==> src/source/emu_pkg.sv <==
/*
 * Shared widths and constants for the host-side glue of the PC core.
 * Word addresses only, no byte enables. LED hold assumes a 50 MHz clk_sys.
 */

package emu_pkg;

	// ==============================
	// Bus widths
	// ==============================

	// Word address of the disk DMA window and of the memory port
	localparam int addr_w = 32;

	// One memory word, no byte lanes
	localparam int data_w = 32;

	typedef logic [addr_w-1:0] addr_t;
	typedef logic [data_w-1:0] data_t;

	// ==============================
	// Timing constants
	// ==============================

	// System reset is held this many cycles after a menu reset edge
	localparam int rst_stretch = 8;

	// Roughly 90 ms at 50 MHz
	localparam int led_hold_default = 4_500_000;

	// ==============================
	// DMA bridge FSM
	// ==============================

	typedef enum logic [2:0] {
		idle,
		read_issue,
		read_wait,
		write_issue,
		write_done
	} bridge_state_t;

endpackage

==> src/source/mem_port_if.sv <==
/*
 * Single-word memory port with wait-request and read-data-valid.
 * One command at a time; no bursts and no byte enables.
 */

`timescale 1ns/1ps

interface mem_port_if;

	// Command side, driven by the bridge
	emu_pkg::addr_t address;
	emu_pkg::data_t writedata;
	logic           read;
	logic           write;

	// Response side, driven by the memory
	logic           waitrequest;
	emu_pkg::data_t readdata;
	logic           readdatavalid;

	modport master (
		output address, writedata, read, write,
		input  waitrequest, readdata, readdatavalid
	);

	modport slave (
		input  address, writedata, read, write,
		output waitrequest, readdata, readdatavalid
	);

endinterface
==> src/source/activity_led.sv <==
/*
 * Retriggerable stretcher for a disk activity LED.
 * The lamp stays on hold_cycles cycles after active was last high.
 */

`timescale 1ns/1ps

module activity_led #(
	parameter int hold_cycles = emu_pkg::led_hold_default
) (
	input  logic clk_sys,
	input  logic reset,
	input  logic active,
	output logic lamp
);

	// At least one bit, so short holds still elaborate
	localparam int cnt_w = (hold_cycles > 1) ? $clog2(hold_cycles + 1) : 1;

	logic [cnt_w-1:0] count;

	always_ff @(posedge clk_sys) begin
		if (reset) begin
			count <= '0;
			lamp  <= 1'b0;
		end else begin
			if (active)
				count <= cnt_w'(hold_cycles);
			else if (count != '0)
				count <= count - 1'b1;

			// Lamp leads the counter by one cycle so the on time is exact
			lamp <= active | (count > cnt_w'(1));
		end
	end

endmodule

==> src/source/disk_dma_bridge.sv <==
/*
 * Turns single-cycle host disk strobes into one memory read or write each.
 * The host must wait for dma_busy low before the next strobe.
 */

`timescale 1ns/1ps

module disk_dma_bridge (
	input  logic           clk_sys,
	input  logic           reset,
	input  logic           dma_rd,
	input  logic           dma_wr,
	input  emu_pkg::addr_t dma_addr,
	input  emu_pkg::data_t dma_dout,
	output emu_pkg::data_t dma_din,
	output logic           dma_busy,
	mem_port_if.master     mem
);

	emu_pkg::bridge_state_t state;

	logic host_req;

	assign host_req = dma_rd | dma_wr;

	// Busy covers every state but idle, so it rises the cycle after a strobe
	assign dma_busy = (state != emu_pkg::idle);

	// ==============================
	// Command payload
	// ==============================

	// Captured once per transfer and held until the next strobe
	always_ff @(posedge clk_sys) begin
		if (state == emu_pkg::idle && host_req) begin
			mem.address <= dma_addr;
			if (dma_wr && !dma_rd)
				mem.writedata <= dma_dout;
		end
	end

	// ==============================
	// Transfer FSM
	// ==============================

	always_ff @(posedge clk_sys) begin
		if (reset) begin
			state     <= emu_pkg::idle;
			mem.read  <= 1'b0;
			mem.write <= 1'b0;
			dma_din   <= '0;
		end else begin
			case (state)
				emu_pkg::idle: begin
					// Read wins if both strobes ever come together
					if (dma_rd)
						state <= emu_pkg::read_issue;
					else if (dma_wr)
						state <= emu_pkg::write_issue;
				end

				emu_pkg::read_issue: begin
					if (!mem.waitrequest) begin
						mem.read <= 1'b1;
						state    <= emu_pkg::read_wait;
					end
				end

				emu_pkg::read_wait: begin
					// Drop the command once accepted, then wait for the data
					if (mem.read && !mem.waitrequest)
						mem.read <= 1'b0;
					if (mem.readdatavalid) begin
						dma_din <= mem.readdata;
						state   <= emu_pkg::idle;
					end
				end

				emu_pkg::write_issue: begin
					if (!mem.waitrequest) begin
						mem.write <= 1'b1;
						state     <= emu_pkg::write_done;
					end
				end

				emu_pkg::write_done: begin
					// Write is complete on acceptance, no response expected
					if (!mem.waitrequest) begin
						mem.write <= 1'b0;
						state     <= emu_pkg::idle;
					end
				end

				default: state <= emu_pkg::idle;
			endcase
		end
	end

	// ==============================
	// Protocol checks
	// ==============================

	a_no_rd_wr_overlap: assert property (@(posedge clk_sys) disable iff (reset)
		!(mem.read && mem.write));

	a_read_held: assert property (@(posedge clk_sys) disable iff (reset)
		mem.read && mem.waitrequest |=> mem.read && $stable(mem.address));

	a_write_held: assert property (@(posedge clk_sys) disable iff (reset)
		mem.write && mem.waitrequest |=>
			mem.write && $stable(mem.address) && $stable(mem.writedata));

	a_no_strobe_when_busy: assert property (@(posedge clk_sys) disable iff (reset)
		dma_busy |-> !host_req);

endmodule

==> src/source/emu_io_core.sv <==
/*
 * Stateful part of the board wrapper: resets, disk DMA bridge, disk LEDs.
 * All blocks share clk_sys and the synchronous board reset.
 */

`timescale 1ns/1ps

module emu_io_core #(
	parameter int led_hold_cycles = emu_pkg::led_hold_default
) (
	input  logic           clk_sys,
	input  logic           reset,

	// Reset sources
	input  logic           status_reset,
	input  logic           button_reset,
	input  logic           ps2_reset_n,
	output logic           sys_reset,
	output logic           cpu_reset,

	// Host disk DMA
	input  logic           dma_rd,
	input  logic           dma_wr,
	input  emu_pkg::addr_t dma_addr,
	input  emu_pkg::data_t dma_dout,
	output emu_pkg::data_t dma_din,
	output logic           dma_busy,
	input  logic           disk_device,

	// Memory port
	output emu_pkg::addr_t mem_address,
	output emu_pkg::data_t mem_writedata,
	output logic           mem_read,
	output logic           mem_write,
	input  logic           mem_waitrequest,
	input  emu_pkg::data_t mem_readdata,
	input  logic           mem_readdatavalid,

	// Activity lamps
	output logic           led_hdd,
	output logic           led_fdd
);

	mem_port_if mem_bus ();

	logic hdd_active;
	logic fdd_active;

	// ==============================
	// Reset sequencing
	// ==============================

	host_reset_seq i_reset_seq (
		.clk_sys      (clk_sys),
		.reset        (reset),
		.status_reset (status_reset),
		.button_reset (button_reset),
		.ps2_reset_n  (ps2_reset_n),
		.sys_reset    (sys_reset),
		.cpu_reset    (cpu_reset)
	);

	// ==============================
	// Disk DMA
	// ==============================

	disk_dma_bridge i_dma_bridge (
		.clk_sys  (clk_sys),
		.reset    (reset),
		.dma_rd   (dma_rd),
		.dma_wr   (dma_wr),
		.dma_addr (dma_addr),
		.dma_dout (dma_dout),
		.dma_din  (dma_din),
		.dma_busy (dma_busy),
		.mem      (mem_bus.master)
	);

	assign mem_address   = mem_bus.address;
	assign mem_writedata = mem_bus.writedata;
	assign mem_read      = mem_bus.read;
	assign mem_write     = mem_bus.write;

	assign mem_bus.waitrequest   = mem_waitrequest;
	assign mem_bus.readdata      = mem_readdata;
	assign mem_bus.readdatavalid = mem_readdatavalid;

	// ==============================
	// Disk LEDs
	// ==============================

	// disk_device picks which lamp shows the current transfer
	assign hdd_active = dma_busy & disk_device;
	assign fdd_active = dma_busy & ~disk_device;

	activity_led #(.hold_cycles(led_hold_cycles)) i_led_hdd (
		.clk_sys (clk_sys),
		.reset   (reset),
		.active  (hdd_active),
		.lamp    (led_hdd)
	);

	activity_led #(.hold_cycles(led_hold_cycles)) i_led_fdd (
		.clk_sys (clk_sys),
		.reset   (reset),
		.active  (fdd_active),
		.lamp    (led_fdd)
	);

endmodule

==> src/source/host_reset_seq.sv <==
/*
 * Builds system and CPU reset from the menu, button and keyboard sources.
 * sys_reset stays high until the first menu reset request has run its stretch.
 */

`timescale 1ns/1ps

module host_reset_seq (
	input  logic clk_sys,
	input  logic reset,
	input  logic status_reset,
	input  logic button_reset,
	input  logic ps2_reset_n,
	output logic sys_reset,
	output logic cpu_reset
);

	logic [1:0]                     req_sync;
	logic                           req_prev;
	logic                           req_edge;
	logic [emu_pkg::rst_stretch-1:0] stretch_q;
	logic                           started;
	logic                           cpu_req_q;

	// Rising edge of the synchronized menu request
	assign req_edge = req_sync[1] & ~req_prev;

	always_ff @(posedge clk_sys) begin
		if (reset) begin
			req_sync  <= '0;
			req_prev  <= 1'b0;
			stretch_q <= '0;
			started   <= 1'b0;
			cpu_req_q <= 1'b0;
		end else begin
			req_sync <= {req_sync[0], status_reset};
			req_prev <= req_sync[1];

			// Load all ones and shift left so the MSB carries the stretched pulse
			if (req_edge) begin
				stretch_q <= '1;
				started   <= 1'b1;
			end else begin
				stretch_q <= stretch_q << 1;
			end

			cpu_req_q <= button_reset | status_reset | ~ps2_reset_n;
		end
	end

	assign sys_reset = reset | ~started | stretch_q[emu_pkg::rst_stretch-1];
	assign cpu_reset = sys_reset | cpu_req_q;

	// A menu edge holds the system for the whole stretch
	a_stretch_len: assert property (@(posedge clk_sys) disable iff (reset)
		req_edge |=> sys_reset [*emu_pkg::rst_stretch]);

endmodule

==> config.mk <==
export PLATFORM = sky130hd
export DESIGN_NAME = emu_io_core
export DESIGN_NICKNAME = d
export VERILOG_FILES = /design/src/source/emu_pkg.sv /design/src/source/mem_port_if.sv /design/src/source/activity_led.sv /design/src/source/disk_dma_bridge.sv /design/src/source/emu_io_core.sv /design/src/source/host_reset_seq.sv
export SDC_FILE = /design/constraint.sdc
export NUM_CORES = 1
export LEC_CHECK = 0
export BUFFER_PORTS_ARGS = -buffer_cell sky130_fd_sc_hd__buf_2
export CAP_MARGIN = 0
export CELL_PAD_IN_SITES_DETAIL_PLACEMENT = 0
export CELL_PAD_IN_SITES_GLOBAL_PLACEMENT = 1
export CORE_AREA = 8 8 142 144
export CTS_CLUSTER_SIZE = 20
export DETAILED_ROUTE_END_ITERATION = 10
export DIE_AREA = 0 0 150 152
export PLACE_DENSITY = 0.83
export SLEW_MARGIN = 0
export SYNTH_ARGS = -nofsm -noshare
export SYNTH_HDL_FRONTEND = slang
export SYNTH_SLANG_ARGS = --single-unit
==> constraint.sdc <==
create_clock -name clk_sys -period 2.67 [get_ports clk_sys]
set_input_delay 0.534 -clock clk_sys [delete_from_list [all_inputs] [get_ports clk_sys]]
set_output_delay 0.534 -clock clk_sys [all_outputs]
set_load 0.05 [all_outputs]
# [Yosys cells after proc, flatten, opt, wreduce, memory -nomap -nowiden]
# Cells that the tools add are included.
[totals] out_inout_bits=103 register_bits=162
[op_classes] add_sub_neg=2 n_bitwise=15 n_eq_ne=10 n_reduce_logical=20 magnitude_cmp=2 n_mux=17
[ops] op="$mux 23" count=4
[ops] op="$gt 23x1->1 const B" count=2
[ops] op="$reduce_bool 23->1" count=2
[ops] op="$sub 23x1->23 const B" count=2
[ops] op="$mux 3" count=6
[ops] op="$pmux 3 s5" count=1
[ops] op="$mux 8" count=1
[ops] op="$ne 2x2->1 const B" count=4
[ops] op="$or 1x1->1" count=8
[ops] op="$reduce_bool 2->1" count=4
[ops] op="$eq 3x2->1 const B" count=2
[ops] op="$reduce_and 3->1" count=2
[ops] op="$reduce_and 5->1" count=1
[ops] op="$not 1->1" count=4
[ops] op="$pmux 1 s2" count=2
[ops] op="$reduce_and 2->1" count=2
[ops] op="$reduce_or 2->1" count=2
[ops] op="$and 1x1->1" count=3
[ops] op="$eq 3x1->1 const B" count=1
[ops] op="$eq 3x3->1 const B" count=1
[ops] op="$logic_and 1x1->1" count=3
[ops] op="$logic_not 3->1" count=1
[ops] op="$mux 1" count=3
[ops] op="$ne 3x3->1 const B" count=1
[ops] op="3 further kinds" count=4

# [Depth between registers and ports, before layout]
[depth] depth_word=4 ltp_mapped=9 ltp_nobuf=6

# [By module]
# From an unflattened synthesis, not the netlist that was laid out.
[hier_totals] hier_cells=594 hier_area_um2=6344.8
[modules_own_cells] module="disk_dma_bridge" cells_per_inst=240 n_inst=1 area_per_inst_um2=3357.0
[modules_own_cells] module="activity_led" cells_per_inst=156 n_inst=2 area_per_inst_um2=1290.0
[modules_own_cells] module="host_reset_seq" cells_per_inst=40 n_inst=1 area_per_inst_um2=391.6
[modules_own_cells] module="emu_io_core" cells_per_inst=2 n_inst=1 area_per_inst_um2=16.3

# [Worst setup path after synthesis]
# Ideal clock, no wire load.
[synth_timing] kind="register -> register" from="reg i_led_fdd.count[2]" to="reg i_led_fdd.count[18]" n_path_buf=1 required_ns=2.596 setup_ns=0.074 path_slack_ns=0.174 t_arrival_ns=2.421 path_stages_with_launch=7 path_cell_list="dfxtp_1 > or4_4 > or4_4 > or4b_1 > buf_2 > or4_1 > a31oi_1"
[synth_via] elab_chain_len=3 word_cells_on_any_way=5
[synth_rtl] item="start, declared" line="activity_led.sv:20" text="logic [cnt_w-1:0] count;"
[synth_rtl] item="start signal, assigned" line="activity_led.sv:28" text="count <= cnt_w'(hold_cycles);"
[synth_rtl] item="start signal, assigned" line="activity_led.sv:30" text="count <= count - 1'b1;"
[synth_rtl] item="$sub 23x1->23" line="activity_led.sv:30"
[synth_rtl] item="$mux 23" line="activity_led.sv:29" text="else if (count != '0)"
[synth_rtl] item="$mux 23" line="activity_led.sv:27" text="if (active)"
# Several ways; a longest one is shown, not always the timed one. The select of a mux whose other input is x is not followed.
# A chain may end at the register's enable or synchronous reset.

# [Worst setup path after layout]
[layout_timing] from="reg i_led_fdd.count[2]" to="reg i_led_fdd.count[19]"
[layout_via] elab_chain_len=1 word_cells_on_any_way=2
[layout_rtl] item="$sub 23x1->23 / $reduce_bool 23->1 (equally long branches)" line="activity_led.sv:30, activity_led.sv:29"
# Several ways; a longest one is shown, not always the timed one.

==> key figures <==
Clock network
  • CTS tree: yes
  • CTS Root Cell: clkbuf_16
  • H-Tree Depth: 4
  • Hold-fix buffers at CTS: 0
  • Worst-path clk slew: ~0.070 ns
  • Buffer depth of the longest clock path: 2
  • Clock Sinks: between 150 and 200
  • Number of post-CTS setup repair buffers: 0
  • Cts bufs inserted: 17
  • Worst-skew pair later-pin latency: ~0.42 ns

Worst setup path
  • Req. time, crit path: about 3 ns
  • Critical path's slowest cell: or4_4
  • R2R depth: 6
  • Crit path kind: reg2reg
  • Cell-by-cell trace of the critical path: or4_4 -> or4_4 -> buf_4 -> or2_1 -> or4_1 -> a21oi_1
  • Critical Path Start Type: flip-flop
  • Worst Setup EP: i_led_fdd.count[19]$_SDFFE_PP0P_
  • Worst path max stage delay: roughly 0.53 ns
  • R2R Setup Slk: 0.10 ns
  • Critical Path Most Common Cell: or4_4
  • Reg2Reg Launch Point: i_led_fdd.count[2]$_SDFFE_PP0P_
  • Stages on the worst setup path: 6
  • CP endpoint kind: flip-flop
  • Crit path max fanout: 13
  • Kind of cell adding the most delay to the critical path: simple AND/OR/NAND/NOR gates
  • Critical path buffers and inverters: 1
  • WP data arrival: 2.91 ns
  • Critical Path Start: i_led_fdd.count[2]$_SDFFE_PP0P_
  • Crit Reg-Reg Endpoint: i_led_fdd.count[19]$_SDFFE_PP0P_

Finish
  • Final net count: 880
  • FILL cells: between 1500 and 2000
  • FF+latch area: between 0.003 and 0.004 mm²
  • P&R area growth vs syn: 33.3%
  • Post-layout util: 0.449
  • Share of layout cells above drive strength 1: 0.349
  • Non-filler instance count after layout: around 1000
  • Area of the multi-input gates: slightly below 0.002 mm²

Route
  • Routed len/inst: between 15 and 20 µm
  • Drt pass-1 iters: 4
  • DR iter-0 viols: about 260
  • Total number of vias: 4772
  • DRC viols: 0
  • Vias per cell: between 4 and 5
  • Routed Antenna Nets: 0
  • Total Wirelength: 16.7 mm

Power
  • Leak pwr: about 3.3 nW
  • Total power: between 0.008 and 0.009 W
  • VDD IR max: between 0.4 and 0.5 mV
  • Pwr dens: ~1100 mW/mm²

Yosys
  • Syn Area/Cell: between 10 and 15 µm²
  • Top-count cell post-synth: dfxtp_1
  • Post-synth top area cell: dfxtp_1
  • Ys async rst share: 0
  • Post-synth EDFFs: 64
  • Ys Warns: 0
  • Most instantiated cells after synthesis: 98 x dfxtp_1, 78 x nand2_1, 64 x edfxtp_1
  • Syn nets: roughly 660
  • Post-synth top flop: dfxtp_1
  • Synth Register Bits: about 160
  • Cell area after synthesis: 0.00599 mm²
  • Main area contributors after synthesis: dfxtp_1 33%, edfxtp_1 32%, a21oi_1 5.0%, nand2_1 4.9%, or4_1 2.3%
  • Register area share after synthesis: 0.649
  • Cell count after synthesis: 550
  • Area share of the largest cell type after synthesis: 0.328
  • Synth unique cells: 44

Timing
  • Tmin final: around 2.6 ns
  • Setup violators final: 0
  • Slew margin rel.: 0.543
  • Maximum clock rate: 390 MHz
  • Period utilization: 0.961
  • Skew final: about 0.0086 ns
  • Fin. max-slew vios: 0
  • Final Hold Viols: 0
  • RSZ-0062 raised after global routing: false
  • Slew @ Worst Pin: roughly 0.68 ns
  • Setup_tns: 0 ns

Floorplan
  • CORE AREA: ~0.018 mm²
  • Die area: between 0.02 and 0.025 mm²
  • Initial core utilization: 0.337
  • Row cnt: ~50
  • I/O pin total: between 200 and 250
  • Die Width: roughly 150 µm
  • Die Ht: about 150 µm

Global route
  • First-pass GRT wire length: 25.8 mm
  • GRT Resource Usage Total: 0.144
  • Initial antenna violation count: 2
  • Vias in the first global route: 4647
  • Pin count of the biggest net entering global routing: 39
  • Gr ovfl total: 0

Placement
  • Number of port buffers: 208
  • GP Congestion: approximately 0.8
  • HPWL after DPL: 12.4 mm
  • # placed instances: between 900 and 1000

Job
  • Max Cap Violations: 0

Min path
  • HP Class: in2reg

Status
  • Status: finished, final reports clean
cell families after synthesis:
group,share of synthesized area
AOI/OAI and AO/OA,0.119
xor gates and xnor gates,0.0205
adders and majority gates,0.0104
buffers and inverters,0.0280
DFF,0.649
muxes,0.00188
and+or+nand+nor,0.171
repair_timing:
action                                 4_1_cts  5_1_grt
setup endpoints to repair                    0        5
gates resized for setup                      0        2
endpoints found under the hold margin        0        0
layout by cell type, fill, tap and decap left out, types with 3 or more instances in the layout:
cell type  Yosys  routed
or4_1         18      18
nand3_1        4       4
nor2b_1        5       5
clkbuf_16      0      17
inv_6          0       8
or2_2          5       5
and2_1         3       3
inv_1         15      15
dfxtp_1       98      98
o31ai_1       15      15
a31oi_1        9       9
nand2_1       78      78
nor4_1         8       8
buf_2          2     208
xnor2_1       12      12
nor2_1        28      28
a211oi_1       4       4
or3_1         21      21
o21ai_0       26      26
a21oi_1       60      60
buf_4          0      21
edfxtp_1      64      64
nand2b_1       7       7
nor3_1        10       9
ha_1           5       5
stage by stage:
step,setup slack (ns),cell area [µm²],hold WS (ns)
after global routing,0.0195,7980,0.249
final,0.103,7980,0.285
after floorplan,0.174,5990,0.414
after CTS,0.0115,7980,0.264
after global placement,0.0707,7370,0.422
after detailed placement,0.0477,7370,0.433
metal layers:
layer,track usage,vias to the layer above,part of all wire
met3,0.0549,11,0.096
met2,0.241,162,0.47
li1,-,2422,-
met1,0.167,2175,0.42
met4,0.0395,2,0.011
met5,0,-,0.00066
worst reg2reg max path: cells and delay by family (launching register included):
| family | cells | cell delay (ns) |
|---|---|---|
| DFF | 1 | 0.35 |
| AOI/OAI and AO/OA | 1 | 0.17 |
| and+or+nand+nor | 4 | 1.79 |
| buffers and inverters | 1 | 0.19 |
how the worst min path moves through the flow:
stage	from	end	slack [ns]	cells after the start
after floorplan	i_reset_seq.req_sync[0]$_SDFF_PP0_	i_reset_seq.req_sync[1]$_SDFF_PP0_	0.41	1
after global placement	i_reset_seq.req_sync[0]$_SDFF_PP0_	i_reset_seq.req_sync[1]$_SDFF_PP0_	0.42	1
after detailed placement	i_reset_seq.stretch_q[6]$_SDFF_PP0_	i_reset_seq.stretch_q[7]$_SDFF_PP0_	0.43	2
after CTS	dma_dout[24]	i_dma_bridge.mem.writedata[24]$_DFFE_PP_	0.26	1
after global routing	dma_dout[20]	i_dma_bridge.mem.writedata[20]$_DFFE_PP_	0.25	1
final	dma_dout[24]	i_dma_bridge.mem.writedata[24]$_DFFE_PP_	0.28	1
report_power, final:
group | internal (W) | leakage, nW | switching, W | total, W
Clock | 0.00143 | 0.297 | 0.00110 | 0.00252
Sequential | 0.00301 | 1.41 | 0.000303 | 0.00331
Combinational | 0.00112 | 1.56 | 0.00179 | 0.00290
Total | 0.00555 | 3.26 | 0.00319 | 0.00874
sequential cells by signal (all words and copies together), names as in the netlist, 2 cells and up:
name                        flops
i_dma_bridge.mem.address       32
i_dma_bridge.state              3
i_reset_seq.req_sync            2
i_led_fdd.count                23
i_dma_bridge.dma_din           32
i_dma_bridge.mem.writedata     32
i_led_hdd.count                23
i_reset_seq.stretch_q           8
cell type report:
cell class | instances | share of cell area
Clock buffer | 17 | 0.0533
Sequential cell | 162 | 0.487
Tap cell | 229 | 0.0359
Inverter | 15 | 0.00705
Clock inverter | 15 | 0.0232
Multi-Input combinational cell | 344 | 0.244
Antenna cell | 1 | 0.000313
Timing Repair Buffer | 229 | 0.150
Power figures use the tool's default switching activity.
